--- src/hw/video_cfg.svh ---
`ifndef VIDEO_CFG_SVH
`define VIDEO_CFG_SVH

////////////////////////////////////////////////////////////////////////////
// Bus and field widths

// Sensor pixel bus, eight RAW8 pixels per beat
`define PIXEL_W      64
`define DEV_IDX_W    8
`define DEV_CMD_W    8
`define DEV_WORD_W   32
`define BL_DUTY_W    8
`define PWM_CNT_W    12
`define FRAME_CNT_W  4
`define LINE_POS_W   8

////////////////////////////////////////////////////////////////////////////
// Device register map

// Index answered by this block
`define DEV_IDX_MAIN    8'h00
// Bit 0 hands the shared pads to the SPI flash
`define CMD_FLASH_EN    8'h00
// Bit 0 swaps the sensor stream for the test pattern
`define CMD_PATTERN_EN  8'h01
// Bits 7..0 backlight duty
`define CMD_BL_DUTY     8'h03

////////////////////////////////////////////////////////////////////////////
// Test pattern timing

// Horizontal phases in cycles, 28 per line
`define H_SYNC    4
`define H_BACK    4
`define H_ACTIVE  16
`define H_FRONT   4
// Vertical phases in lines, 9 per frame
`define V_SYNC    1
`define V_BACK    1
`define V_ACTIVE  6
`define V_FRONT   1

`endif
--- src/hw/video_pkg.sv ---
`include "video_cfg.svh"

package video_pkg;

	// Pixel beat from the sensor or the pattern source
	typedef logic [`PIXEL_W-1:0] pix_data_t;

	// Device register port fields
	typedef logic [`DEV_IDX_W-1:0] dev_idx_t;
	typedef logic [`DEV_CMD_W-1:0] dev_cmd_t;
	typedef logic [`DEV_WORD_W-1:0] dev_word_t;

	// Backlight duty and its PWM counter
	typedef logic [`BL_DUTY_W-1:0] bl_duty_t;
	typedef logic [`PWM_CNT_W-1:0] pwm_cnt_t;

	// Frame starts seen, top bit on the LED
	typedef logic [`FRAME_CNT_W-1:0] frame_cnt_t;

	// Position inside a horizontal or vertical phase
	typedef logic [`LINE_POS_W-1:0] line_pos_t;

	// Phase order of a line or a frame
	typedef enum logic [1:0] {
		SYNC   = 2'd0,
		BACK   = 2'd1,
		ACTIVE = 2'd2,
		FRONT  = 2'd3
	} line_phase_e;

endpackage

--- src/hw/cam_front_top.sv ---
`timescale 1ns/100ps

module cam_front_top (
	input  logic                 w_csi_rx_clk,
	input  logic                 w_sys_rstn,

	// Device register port
	input  video_pkg::dev_idx_t  dev_index_i,
	input  video_pkg::dev_cmd_t  dev_cmd_i,
	input  video_pkg::dev_word_t dev_wdata_i,
	input  logic                 dev_wvalid_i,

	// Sensor stream
	input  logic                 sensor_vsync_i,
	input  logic                 sensor_hsync_i,
	input  logic                 sensor_dvalid_i,
	input  video_pkg::pix_data_t sensor_data_i,

	// SPI flash master
	input  logic                 spi_ssn_i,
	input  logic                 spi_sck_i,
	input  logic [3:0]           spi_dq_out_i,
	input  logic [3:0]           spi_dq_oe_i,
	output logic [3:0]           spi_dq_in_o,

	// I2C master
	input  logic [1:0]           i2c_scl_i,
	input  logic [1:0]           i2c_scl_oe_i,
	input  logic                 i2c_sda_out_i,
	input  logic                 i2c_sda_oe_i,
	output logic                 i2c_sda_in_o,

	// Shared config flash pads
	output logic                 pad_cs_o,
	output logic                 pad_sck_o,
	output logic                 pad_sck_oe_o,
	output logic [3:0]           pad_dq_o,
	output logic [3:0]           pad_dq_oe_o,
	input  logic [3:0]           pad_dq_in_i,

	// Status, backlight and video out
	output logic                 led_o,
	output logic                 pix_rstn_o,
	output logic                 bl_pwm_o,
	output logic                 vid_vsync_o,
	output logic                 vid_href_o,
	output video_pkg::pix_data_t vid_data_o
);

	import video_pkg::*;

	logic     flash_en;
	logic     pattern_en;
	bl_duty_t bl_duty;

	// Register block
	csi_ctrl_regs u_regs (
		.w_csi_rx_clk (w_csi_rx_clk),
		.w_sys_rstn   (w_sys_rstn),
		.dev_index_i  (dev_index_i),
		.dev_cmd_i    (dev_cmd_i),
		.dev_wdata_i  (dev_wdata_i),
		.dev_wvalid_i (dev_wvalid_i),
		.flash_en_o   (flash_en),
		.pattern_en_o (pattern_en),
		.bl_duty_o    (bl_duty)
	);

	// Sensor or test pattern
	video_source u_video_source (
		.w_csi_rx_clk    (w_csi_rx_clk),
		.w_sys_rstn      (w_sys_rstn),
		.pattern_en_i    (pattern_en),
		.sensor_vsync_i  (sensor_vsync_i),
		.sensor_hsync_i  (sensor_hsync_i),
		.sensor_dvalid_i (sensor_dvalid_i),
		.sensor_data_i   (sensor_data_i),
		.vid_vsync_o     (vid_vsync_o),
		.vid_href_o      (vid_href_o),
		.vid_data_o      (vid_data_o)
	);

	// LED follows the selected stream, pixel reset the raw sensor
	frame_monitor u_frame_monitor (
		.w_csi_rx_clk   (w_csi_rx_clk),
		.w_sys_rstn     (w_sys_rstn),
		.vid_vsync_i    (vid_vsync_o),
		.sensor_vsync_i (sensor_vsync_i),
		.led_o          (led_o),
		.pix_rstn_o     (pix_rstn_o)
	);

	backlight_pwm u_backlight_pwm (
		.w_csi_rx_clk (w_csi_rx_clk),
		.w_sys_rstn   (w_sys_rstn),
		.bl_duty_i    (bl_duty),
		.pwm_o        (bl_pwm_o)
	);

	flash_pin_mux u_flash_pin_mux (
		.flash_en_i    (flash_en),
		.spi_ssn_i     (spi_ssn_i),
		.spi_sck_i     (spi_sck_i),
		.spi_dq_out_i  (spi_dq_out_i),
		.spi_dq_oe_i   (spi_dq_oe_i),
		.spi_dq_in_o   (spi_dq_in_o),
		.i2c_scl_i     (i2c_scl_i),
		.i2c_scl_oe_i  (i2c_scl_oe_i),
		.i2c_sda_out_i (i2c_sda_out_i),
		.i2c_sda_oe_i  (i2c_sda_oe_i),
		.i2c_sda_in_o  (i2c_sda_in_o),
		.pad_cs_o      (pad_cs_o),
		.pad_sck_o     (pad_sck_o),
		.pad_sck_oe_o  (pad_sck_oe_o),
		.pad_dq_o      (pad_dq_o),
		.pad_dq_oe_o   (pad_dq_oe_o),
		.pad_dq_in_i   (pad_dq_in_i)
	);

endmodule

--- src/hw/flash_pin_mux.sv ---
`timescale 1ns/100ps

module flash_pin_mux (
	input  logic       flash_en_i,

	// SPI flash master
	input  logic       spi_ssn_i,
	input  logic       spi_sck_i,
	input  logic [3:0] spi_dq_out_i,
	input  logic [3:0] spi_dq_oe_i,
	output logic [3:0] spi_dq_in_o,

	// Sensor I2C, two SCL channels and one SDA
	input  logic [1:0] i2c_scl_i,
	input  logic [1:0] i2c_scl_oe_i,
	input  logic       i2c_sda_out_i,
	input  logic       i2c_sda_oe_i,
	output logic       i2c_sda_in_o,

	// Config flash pads
	output logic       pad_cs_o,
	output logic       pad_sck_o,
	output logic       pad_sck_oe_o,
	output logic [3:0] pad_dq_o,
	output logic [3:0] pad_dq_oe_o,
	input  logic [3:0] pad_dq_in_i
);

	logic [3:0] i2c_dq;
	logic [3:0] i2c_dq_oe;

	////////////////////////////////////////////////////////////////////////////
	// Pad ownership

	// I2C use of the data pads
	// D0 channel 0 SCL, D1 channel 0 SDA
	// D2 is WPn and D3 is HOLDn, both parked high
	assign i2c_dq    = {2'b11, i2c_sda_out_i, i2c_scl_i[0]};
	assign i2c_dq_oe = {2'b11, i2c_sda_oe_i, i2c_scl_oe_i[0]};

	// Flash deselected while the sensor owns the pads
	assign pad_cs_o = flash_en_i ? spi_ssn_i : 1'b1;

	// Clock pad doubles as channel 1 SCL
	assign pad_sck_o    = flash_en_i ? spi_sck_i : i2c_scl_i[1];
	assign pad_sck_oe_o = flash_en_i ? 1'b1 : i2c_scl_oe_i[1];

	assign pad_dq_o    = flash_en_i ? spi_dq_out_i : i2c_dq;
	assign pad_dq_oe_o = flash_en_i ? spi_dq_oe_i : i2c_dq_oe;

	// Return paths do not depend on the owner
	assign spi_dq_in_o  = pad_dq_in_i;
	assign i2c_sda_in_o = pad_dq_in_i[1];

endmodule

--- src/hw/backlight_pwm.sv ---
`timescale 1ns/100ps
`include "video_cfg.svh"

module backlight_pwm (
	input  logic                w_csi_rx_clk,
	input  logic                w_sys_rstn,
	input  video_pkg::bl_duty_t bl_duty_i,
	output logic                pwm_o
);

	import video_pkg::*;

	pwm_cnt_t pwm_cnt;
	pwm_cnt_t duty_level;

	// Duty scaled by 16 to span the counter
	assign duty_level = {bl_duty_i, {(`PWM_CNT_W - `BL_DUTY_W){1'b0}}};

	// 4096 cycle period, high while below the level
	always_ff @(posedge w_csi_rx_clk or negedge w_sys_rstn) begin
		if (!w_sys_rstn) begin
			pwm_cnt <= '0;
			pwm_o   <= 1'b0;
		end else begin
			pwm_cnt <= pwm_cnt + 1'b1;
			// Zero duty never passes, backlight off
			pwm_o   <= (duty_level > pwm_cnt);
		end
	end

endmodule

--- src/hw/frame_monitor.sv ---
`timescale 1ns/100ps
`include "video_cfg.svh"

module frame_monitor (
	input  logic w_csi_rx_clk,
	input  logic w_sys_rstn,
	input  logic vid_vsync_i,
	input  logic sensor_vsync_i,
	output logic led_o,
	output logic pix_rstn_o
);

	import video_pkg::*;

	logic [1:0] vid_vs_hist;
	logic [1:0] sen_vs_hist;
	frame_cnt_t frame_cnt;

	////////////////////////////////////////////////////////////////////////////
	// Frame start counter

	always_ff @(posedge w_csi_rx_clk or negedge w_sys_rstn) begin
		if (!w_sys_rstn) begin
			vid_vs_hist <= 2'b00;
			frame_cnt   <= '0;
		end else begin
			vid_vs_hist <= {vid_vs_hist[0], vid_vsync_i};
			// Rising edge seen in history
			if (vid_vs_hist == 2'b01) begin
				frame_cnt <= frame_cnt + 1'b1;
			end
		end
	end

	// Blinks once every 16 frames
	assign led_o = frame_cnt[`FRAME_CNT_W-1];

	////////////////////////////////////////////////////////////////////////////
	// Pixel domain reset

	// Short low pulse after each sensor vsync fall
	always_ff @(posedge w_csi_rx_clk or negedge w_sys_rstn) begin
		if (!w_sys_rstn) begin
			sen_vs_hist <= 2'b00;
			pix_rstn_o  <= 1'b1;
		end else begin
			sen_vs_hist <= {sen_vs_hist[0], sensor_vsync_i};
			pix_rstn_o  <= (sen_vs_hist != 2'b10);
		end
	end

endmodule

--- src/hw/video_source.sv ---
`timescale 1ns/100ps
`include "video_cfg.svh"

module video_source (
	input  logic                 w_csi_rx_clk,
	input  logic                 w_sys_rstn,
	input  logic                 pattern_en_i,

	// Sensor stream from the CSI receiver
	input  logic                 sensor_vsync_i,
	input  logic                 sensor_hsync_i,
	input  logic                 sensor_dvalid_i,
	input  video_pkg::pix_data_t sensor_data_i,

	// Selected stream
	output logic                 vid_vsync_o,
	output logic                 vid_href_o,
	output video_pkg::pix_data_t vid_data_o
);

	import video_pkg::*;

	line_phase_e h_phase;
	line_phase_e v_phase;
	line_pos_t   h_pos;
	line_pos_t   v_pos;
	line_pos_t   h_last;
	line_pos_t   v_last;
	logic        h_end;
	logic        line_end;
	logic        v_end;
	logic        pat_vsync;
	logic        pat_href;
	pix_data_t   pat_data;
	logic        sens_href;

	// Phase order, FRONT wraps back to SYNC
	function automatic line_phase_e next_phase(input line_phase_e ph);
		case (ph)
			SYNC:    next_phase = BACK;
			BACK:    next_phase = ACTIVE;
			ACTIVE:  next_phase = FRONT;
			default: next_phase = SYNC;
		endcase
	endfunction

	////////////////////////////////////////////////////////////////////////////
	// Pattern timing

	// Last position of the current horizontal phase
	always_comb begin
		case (h_phase)
			SYNC:    h_last = line_pos_t'(`H_SYNC - 1);
			BACK:    h_last = line_pos_t'(`H_BACK - 1);
			ACTIVE:  h_last = line_pos_t'(`H_ACTIVE - 1);
			default: h_last = line_pos_t'(`H_FRONT - 1);
		endcase
	end

	// Same for the vertical phase, counted in lines
	always_comb begin
		case (v_phase)
			SYNC:    v_last = line_pos_t'(`V_SYNC - 1);
			BACK:    v_last = line_pos_t'(`V_BACK - 1);
			ACTIVE:  v_last = line_pos_t'(`V_ACTIVE - 1);
			default: v_last = line_pos_t'(`V_FRONT - 1);
		endcase
	end

	assign h_end    = (h_pos == h_last);
	// Line ends on the last front porch cycle
	assign line_end = h_end && (h_phase == FRONT);
	assign v_end    = (v_pos == v_last);

	// Free running, keeps going while the sensor is selected
	always_ff @(posedge w_csi_rx_clk or negedge w_sys_rstn) begin
		if (!w_sys_rstn) begin
			h_phase <= SYNC;
			h_pos   <= '0;
			v_phase <= SYNC;
			v_pos   <= '0;
		end else begin
			if (h_end) begin
				h_pos   <= '0;
				h_phase <= next_phase(h_phase);
			end else begin
				h_pos <= h_pos + 1'b1;
			end
			// Vertical machine steps once per line
			if (line_end) begin
				if (v_end) begin
					v_pos   <= '0;
					v_phase <= next_phase(v_phase);
				end else begin
					v_pos <= v_pos + 1'b1;
				end
			end
		end
	end

	////////////////////////////////////////////////////////////////////////////
	// Pattern image and output select

	assign pat_vsync = (v_phase == SYNC);
	assign pat_href  = (v_phase == ACTIVE) && (h_phase == ACTIVE);
	// Pixel index in the line, h_pos starts at 0 in ACTIVE
	assign pat_data  = pat_href ? pix_data_t'(h_pos) : '0;

	// Sensor line valid needs both hsync and data valid
	assign sens_href = sensor_hsync_i && sensor_dvalid_i;

	always_ff @(posedge w_csi_rx_clk or negedge w_sys_rstn) begin
		if (!w_sys_rstn) begin
			vid_vsync_o <= 1'b0;
			vid_href_o  <= 1'b0;
		end else begin
			vid_vsync_o <= pattern_en_i ? pat_vsync : sensor_vsync_i;
			vid_href_o  <= pattern_en_i ? pat_href : sens_href;
		end
	end

	// Pixel payload
	always_ff @(posedge w_csi_rx_clk) begin
		vid_data_o <= pattern_en_i ? pat_data : sensor_data_i;
	end

endmodule

--- src/hw/csi_ctrl_regs.sv ---
`timescale 1ns/100ps
`include "video_cfg.svh"

module csi_ctrl_regs (
	input  logic                 w_csi_rx_clk,
	input  logic                 w_sys_rstn,

	// Device register write port
	input  video_pkg::dev_idx_t  dev_index_i,
	input  video_pkg::dev_cmd_t  dev_cmd_i,
	input  video_pkg::dev_word_t dev_wdata_i,
	input  logic                 dev_wvalid_i,

	// Control levels to the datapath
	output logic                 flash_en_o,
	output logic                 pattern_en_o,
	output video_pkg::bl_duty_t  bl_duty_o
);

	logic main_sel;
	logic wr_flash;
	logic wr_pattern;
	logic wr_duty;

	////////////////////////////////////////////////////////////////////////////
	// Write decode

	// Strobe aimed at our index
	assign main_sel = dev_wvalid_i && (dev_index_i == `DEV_IDX_MAIN);

	// One enable per known command, anything else falls through
	assign wr_flash   = main_sel && (dev_cmd_i == `CMD_FLASH_EN);
	assign wr_pattern = main_sel && (dev_cmd_i == `CMD_PATTERN_EN);
	assign wr_duty    = main_sel && (dev_cmd_i == `CMD_BL_DUTY);

	////////////////////////////////////////////////////////////////////////////
	// Register storage

	always_ff @(posedge w_csi_rx_clk or negedge w_sys_rstn) begin
		if (!w_sys_rstn) begin
			flash_en_o   <= 1'b0;
			pattern_en_o <= 1'b0;
			bl_duty_o    <= '0;
		end else begin
			// Pads stay with I2C until firmware asks for the flash
			if (wr_flash) begin
				flash_en_o <= dev_wdata_i[0];
			end
			// Pattern select
			if (wr_pattern) begin
				pattern_en_o <= dev_wdata_i[0];
			end
			// Low byte only
			if (wr_duty) begin
				bl_duty_o <= dev_wdata_i[`BL_DUTY_W-1:0];
			end
		end
	end

endmodule

--- config.mk ---
export PLATFORM = sky130hd
export DESIGN_NAME = cam_front_top
export DESIGN_NICKNAME = d
export VERILOG_FILES = /design/src/hw/video_pkg.sv /design/src/hw/cam_front_top.sv /design/src/hw/flash_pin_mux.sv /design/src/hw/backlight_pwm.sv /design/src/hw/frame_monitor.sv /design/src/hw/video_source.sv /design/src/hw/csi_ctrl_regs.sv
export VERILOG_INCLUDE_DIRS = /design/src /design/src/hw
export SDC_FILE = /design/constraint.sdc
export NUM_CORES = 1
export LEC_CHECK = 0
export ABC_AREA = 1
export BUFFER_PORTS_ARGS = -buffer_cell sky130_fd_sc_hd__buf_2
export CORE_ASPECT_RATIO = 1.4
export CORE_MARGIN = 2
export CORE_UTILIZATION = 46
export DETAILED_ROUTE_END_ITERATION = 8
export PLACE_DENSITY_LB_ADDON = 0.15
export SETUP_SLACK_MARGIN = 0.4
export SLEW_MARGIN = 15
export SYNTH_ARGS = -nofsm -noshare
export SYNTH_HDL_FRONTEND = slang
export SYNTH_SLANG_ARGS = --single-unit
--- constraint.sdc ---
create_clock -name w_csi_rx_clk -period 1.9 [get_ports w_csi_rx_clk]
set_clock_uncertainty 0.15 [all_clocks]
set_input_delay 0.095 -clock w_csi_rx_clk [delete_from_list [all_inputs] [get_ports w_csi_rx_clk]]
set_output_delay 0.095 -clock w_csi_rx_clk [all_outputs]
set_load 0.01 [all_outputs]
## Yosys cells after proc, flatten, opt, wreduce, memory -nomap -nowiden

Cells that the tools add are included.

| word-level totals | value |
|---|---|
| input bits | 138 |
| output and inout bits | 85 |
| register bits after elaboration | 118 |
| word-level logic and storage cells | 59 |

| cells by class | value |
|---|---|
| $lt $le $gt $ge | 1 |
| eq/ne operators | 11 |
| add/subtract/negate cells | 4 |
| multiplexer cells | 15 |
| reductions and logical operators | 12 |

Operators with widths:

| kind | count |
|---|---|
| 64-bit 2-to-1 mux | 1 |
| 8-bit 2-to-1 mux | 3 |
| 8-bit by 1-bit adder with 8-bit output, second input constant | 2 |
| 8-bit zero test | 2 |
| 12-bit by 1-bit adder with 12-bit output, second input constant | 1 |
| 12-bit greater-than comparator | 1 |
| 4-bit 2-to-1 mux | 3 |
| 2-bit one-hot mux with 3 select lines | 2 |
| 8-bit by 1-bit equality test with 1-bit output, second input constant | 1 |
| 8-bit by 2-bit equality test with 1-bit output, second input constant | 1 |
| 8-bit by 3-bit equality test with 1-bit output | 1 |
| 8-bit by 4-bit equality test with 1-bit output | 1 |
| 1-bit logical AND | 7 |
| 2-bit by 1-bit equality test with 1-bit output, second input constant | 3 |
| 2-bit equality test, second input constant | 3 |
| 1-bit 2-to-1 mux | 5 |
| 4-bit by 1-bit adder with 4-bit output, second input constant | 1 |
| 2-bit zero test | 2 |
| 3-bit 2-to-1 mux | 1 |
| 2-bit != test, second input constant | 1 |
| 2-bit AND reduction | 1 |

## Depth between registers and ports, before layout

| logic depth | value |
|---|---|
| depth after elaboration | 5 |
| depth in mapped cells | 9 |

## Hierarchy

A second synthesis with hierarchy kept.

| second synthesis, totals | value |
|---|---|
| cell total of the unflattened synthesis | 576 |
| area, all modules | 4868.4 sq um |

Modules (own cells, without submodules):

| module | instances | cells an instance | area an instance (sq um) | seq. area each (sq um) |
|---|---|---|---|---|
| video_source | 1 | 354 | 3060.4 | 1831.8 |
| backlight_pwm | 1 | 95 | 797.0 | 325.3 |
| csi_ctrl_regs | 1 | 63 | 523.0 | 250.2 |
| frame_monitor | 1 | 31 | 335.3 | 226.5 |
| flash_pin_mux | 1 | 33 | 152.6 | 0.0 |

## Least setup slack after synthesis

Ideal clock, no wire load.

| path | value |
|---|---|
| path kind | reg2reg |
| from | reg u_video_source.h_phase[0] |
| to | reg u_video_source.v_phase[0] |
| cell stages (with the launch flop) | 9 |
| path slack | 0.438 ns |
| arrival time | 1.191 ns |
| setup time | 0.121 ns |
| data required time | 1.629 ns |
| cells stage by stage | dfrtp_1 -> inv_1 -> ha_1 -> nor2_1 -> nand2_1 -> nand2_2 -> nand3_4 -> o21bai_1 -> nand2_1 |

| between the ends | value |
|---|---|
| cells in the longest elaborated chain, start to end | 5 |

Ends and longest elaborated chain:

| what | RTL line | RTL |
|---|---|---|
| start: declaration | video_source.sv:23 | `line_phase_e h_phase;` |
| start signal: assignment | video_source.sv:85 | `h_phase <= next_phase(h_phase);` |
| 2-bit equality test | video_source.sv:52 | `case (h_phase)` |
| 4-bit 2-to-1 mux | video_source.sv:52 |  |
| 8-bit by 4-bit equality test with 1-bit output | video_source.sv:70 | `assign h_end = (h_pos == h_last);` |
| 1-bit logical AND * | video_source.sv:72 | `assign line_end = h_end && (h_phase == FRONT);` |
| 2-bit AND reduction (no source line) * | - |  |
| end signal: assignment | video_source.sv:93 | `v_phase <= next_phase(v_phase);` |
| end: declaration | video_source.sv:24 | `line_phase_e v_phase;` |

Every way passes the cells marked *; elsewhere a longest branch is shown, timed or not.
A chain may end at the register's enable or synchronous reset.

## Worst setup path in the final report

| path | value |
|---|---|
| from | reg u_regs.flash_en_o |
| to | out pad_dq_o[0] |

| between the ends | value |
|---|---|
| cells in the longest elaborated chain, start to end | 1 |

Ends and longest elaborated chain:

| what | RTL line | RTL |
|---|---|---|
| start: declaration | csi_ctrl_regs.sv:15 | `output logic flash_en_o,` |
| start signal: assignment | csi_ctrl_regs.sv:47 | `flash_en_o <= dev_wdata_i[0];` |
| 4-bit 2-to-1 mux | flash_pin_mux.sv:48 | `assign pad_dq_o = flash_en_i ? spi_dq_out_i : i2c_dq;` |
| end: declaration | cam_front_top.sv:37 | `output logic [3:0] pad_dq_o,` |

Every way passes these cells.

==> summary.txt <==
STA
  • Period utilisation layout: 0.812
  • Min Clock Period, post-route: 1.54 ns
  • FMAX: 0.648 GHz
  • Finish-stage setup viols: 0
  • Setup TNS: 0 ns
  • Hold Slack: 0.0400 ns
  • Worst relative slew slack: 0.719
  • RSZ-0062 raised after global routing: true
  • Final Hold Vio Count: 0
  • Least-Margin Pin Slew: 0.421 ns
  • Slew Limit Fails: 0

Placed design
  • Cell Area, Placed: 5840 sq um
  • GPL Wtd Cong: 0.770
  • Detail Placement HPWL: 7860 um
  • Post-Place Cells: 865
  • IO Port Bufs: 189

Setup path
  • Crit path DAT: 1.30 ns
  • Cells on worst reg2reg path: 7
  • Crit start category: flop
  • Crit. End Element: output port
  • R2R Setup Slk: 0.42 ns
  • FF-to-FF Start: u_video_source.h_phase[1]
  • CP Class: flop to output port
  • CP required: 1.65 ns
  • Critical Path Fanout Max: 5
  • Reg-to-reg endpoint: u_video_source.v_phase[1]

Route
  • Per-cell routed wire length: 12.9 um
  • Drt total wl: 12800 um
  • DRT Pass-1 Iters: 4
  • Initial drt markers: 171
  • Detailed-route DRC error count: 0
  • Routed vias/inst: 4.54
  • Antenna viol nets, final: 0
  • Vias: 4514

Outcome
  • Outcome: completed

Synthesis
  • Largest family of logic cells by synthesized area: simple AND/OR/NAND/NOR gates
  • FF+latch count, synth: 118
  • Yosys Warn Count: 0
  • Average size of a mapped cell: 8.64 sq um
  • Mux cell area share after synthesis: 0.00236
  • Post-Syn Instances: 552
  • Sequential share of the synthesized area: 0.552
  • Post-Synth XOR/XNOR Area: 0.0349
  • Mapped Area: 4770 sq um
  • Count of cell types in the netlist: 34
  • Syn nets: 708
  • Complex-gate fraction of the synthesized area: 0.0477
  • Synth Area in Simple Gates: 0.208
  • Post-Synth Adder-Cell Area: 0.0472

Finish
  • Layout cell share with drive strength beyond 1: 0.353
  • Final Cell Area: 7540 sq um
  • Inserted Diodes: 0
  • Layout area overhead: 58.0%
  • Fillers: 723
  • Non-Filler Instances: 994
  • Final net count: 999

Global route
  • Largest net degree at the start of global routing: 66
  • M2 GR Usage: 0.442
  • First-pass GRT wire length: 21200 um
  • Met1 Resource Use GR: 0.239
  • Busiest layer in global routing: met2
  • Tot GR Track Use: 0.235
  • Met3 GRT Util: 0.0744
  • Initial antenna violation count: 0
  • Vias in the first global route: 4872
  • GRT Residual Overflow: 0

Clock network
  • CTS tree: built
  • H-Tree Depth: 4
  • CTS Buf Count: 17
  • CTS Buffer Depth: 2
  • CTS root buf: clkbuf_16
  • Skew-Pair Late Insertion Delay: 0.41 ns
  • Clk slew on worst S/H paths: 0.06 ns
  • Clk sink count: 118

Power
  • Switching share of power: 0.234
  • Clk pwr share: 0.480
  • Cell-internal power: 4.79 mW
  • Cell Pwr Density: 829 nW/um^2
  • Register share of total power: 0.429
  • P_sw: 1.46 mW
  • Combinational fraction of design power: 0.091
  • Maximum vdd ir drop: 0.651 mV
  • Leak: 3.98 nW

Floorplanning
  • Die area: 11200 sq um
  • Die span in y: 125 um
  • I/O Pins: 223
  • Die width: 90.1 um
  • Total core area: 10200 sq um
  • # rows: 44
  • Initial Util: 0.466

Run
  • Max-cap viol count: 0

Min path
  • Hold Crit Start: pad_dq_in_i[2]
  • Worst Hold End: spi_dq_in_o[2]
  • Hold Path Stages: 0
  • Worst hold path type: input port to output port
cell usage in the layout (no fill, tap or decap), drive strengths merged:
cell	netlist	final
inv	111	120
dlygate4sd3	0	83
dfrtp	53	53
nand3b	1	1
buf	10	203
nand4	6	6
bufinv	0	1
xnor2	4	4
o21a	1	1
dfxtp	64	64
o21bai	2	2
xor2	15	15
nor2	100	100
o21ai	19	19
nand3	19	20
nor3	3	3
nand2	98	98
clkbuf	6	19
o22ai	8	8
clkinvlp	0	2
or2	6	6
a21oi	6	6
mux2	1	1
dfstp	1	1
ha	18	18
clkinv	0	2
registers in the layout, indices dropped and copies added, names as in the netlist, 4 cells and up:
| register | cells |
|---|---|
| u_backlight_pwm.pwm_cnt | 12 |
| u_video_source.vid_data_o | 64 |
| u_video_source.h_pos | 8 |
| u_regs.bl_duty_o | 8 |
| u_frame_monitor.frame_cnt | 4 |
| u_video_source.v_pos | 8 |
worst max-delay path: stages, from the launching register on:
cell and delay, ns:
dfrtp_2 0.44, clkinvlp_4 0.17, nand2_2 0.10, nand2_1 0.05, buf_2 0.13
worst max path at each step:
stage | from | endpoint | slack [ns] | cells past startpoint
after CTS | u_regs.flash_en_o | pad_dq_o[2] | 0.32 | 3
after detailed placement | u_video_source.h_phase[0] | u_video_source.v_phase[1] | 0.25 | 8
after floorplan | u_video_source.h_phase[0] | u_video_source.v_phase[0] | 0.44 | 8
after global routing | u_regs.flash_en_o | pad_dq_o[0] | 0.30 | 4
after global placement | u_video_source.h_pos[0] | u_video_source.v_phase[1] | 0.34 | 6
final | u_regs.flash_en_o | pad_dq_o[0] | 0.36 | 4
timing repair:
| action | CTS | global route |
|---|---|---|
| resized for setup | 29 | 28 |
| setup buffers | 4 | 8 |
| cloned | 2 | 0 |
| hold endpoints to repair | 131 | 0 |
| endpoints found under the setup margin | 34 | 28 |
| pin swaps | 5 | 11 |
| hold buffers | 83 | 0 |
layout make-up:
cell class	count	area, sq um	share of cell area
clock buffers	19	443	0.0588
clock inverters	13	115	0.0153
inverters	111	419	0.0556
multi-input cells	308	1800	0.239
flip-flops and latches	118	2640	0.350
well taps	138	173	0.0229
repair buffers	286	1940	0.258
repair inverters	1	7.51	0.000996
synthesized netlist by cell type:
master / number / area, sq um
inv_1: 109 / 409
nand2_1: 94 / 353
nor2_1: 94 / 353
dfxtp_1: 64 / 1280
dfrtp_1: 53 / 1330
ha_1: 18 / 225
nand3_1: 17 / 85.1
xor2_1: 15 / 131
o21ai_0: 10 / 50.1
o21ai_2: 8 / 70.1
o22ai_1: 8 / 50.1
a21oi_1: 6 / 30.0
buf_4: 6 / 45.0
nand4_1: 6 / 37.5
nor2_2: 6 / 37.5
or2_2: 6 / 37.5
clkbuf_1: 5 / 18.8
nand2_2: 4 / 25.0
xnor2_1: 4 / 35.0
buf_2: 3 / 15.0
inv_2: 2 / 7.51
o21bai_1: 2 / 15.0
buf_6: 1 / 11.3
clkbuf_2: 1 / 5.00
dfstp_2: 1 / 26.3
mux2_2: 1 / 11.3
nand3_2: 1 / 10.0
nand3_4: 1 / 17.5
nand3b_1: 1 / 7.51
nor3_1: 1 / 5.00
nor3_2: 1 / 10.0
nor3_4: 1 / 16.3
o21a_1: 1 / 7.51
o21ai_1: 1 / 5.00
cell families after synthesis:
family                   count (synthesis)
AO/OA/AOI/OAI                           36
XOR/XNOR                                19
adder cells (fa/ha/maj)                 18
buffers and inverters                  127
flip-flops                             118
multiplexers                             1
AND/OR/NAND/NOR                        233
routing by layer:
layer  wire, um  up-vias
li1           -     2230
met1       4750     2095
met2       6940      162
met3        828       27
met4        278        0
met5          0        -
through the flow:
step	setup WS, ns	power (mW)	util
2_1_floorplan	0.438	2.90	-
3_3_place_gp	0.336	3.14	0.570
3_5_place_dp	0.246	3.15	0.570
4_1_cts	0.325	6.29	0.721
5_1_grt	0.302	6.49	0.736
6_report	0.357	6.25	0.736
power groups by stage:
stage | clock network (mW) | logic (mW) | registers [mW]
2_1_floorplan | 0 | 0.138 | 2.76
3_3_place_gp | 0 | 0.419 | 2.72
3_5_place_dp | 0 | 0.430 | 2.72
4_1_cts | 3.06 | 0.561 | 2.67
5_1_grt | 3.17 | 0.629 | 2.69
6_report | 3.00 | 0.571 | 2.68
(Power assumes the default switching activity.)
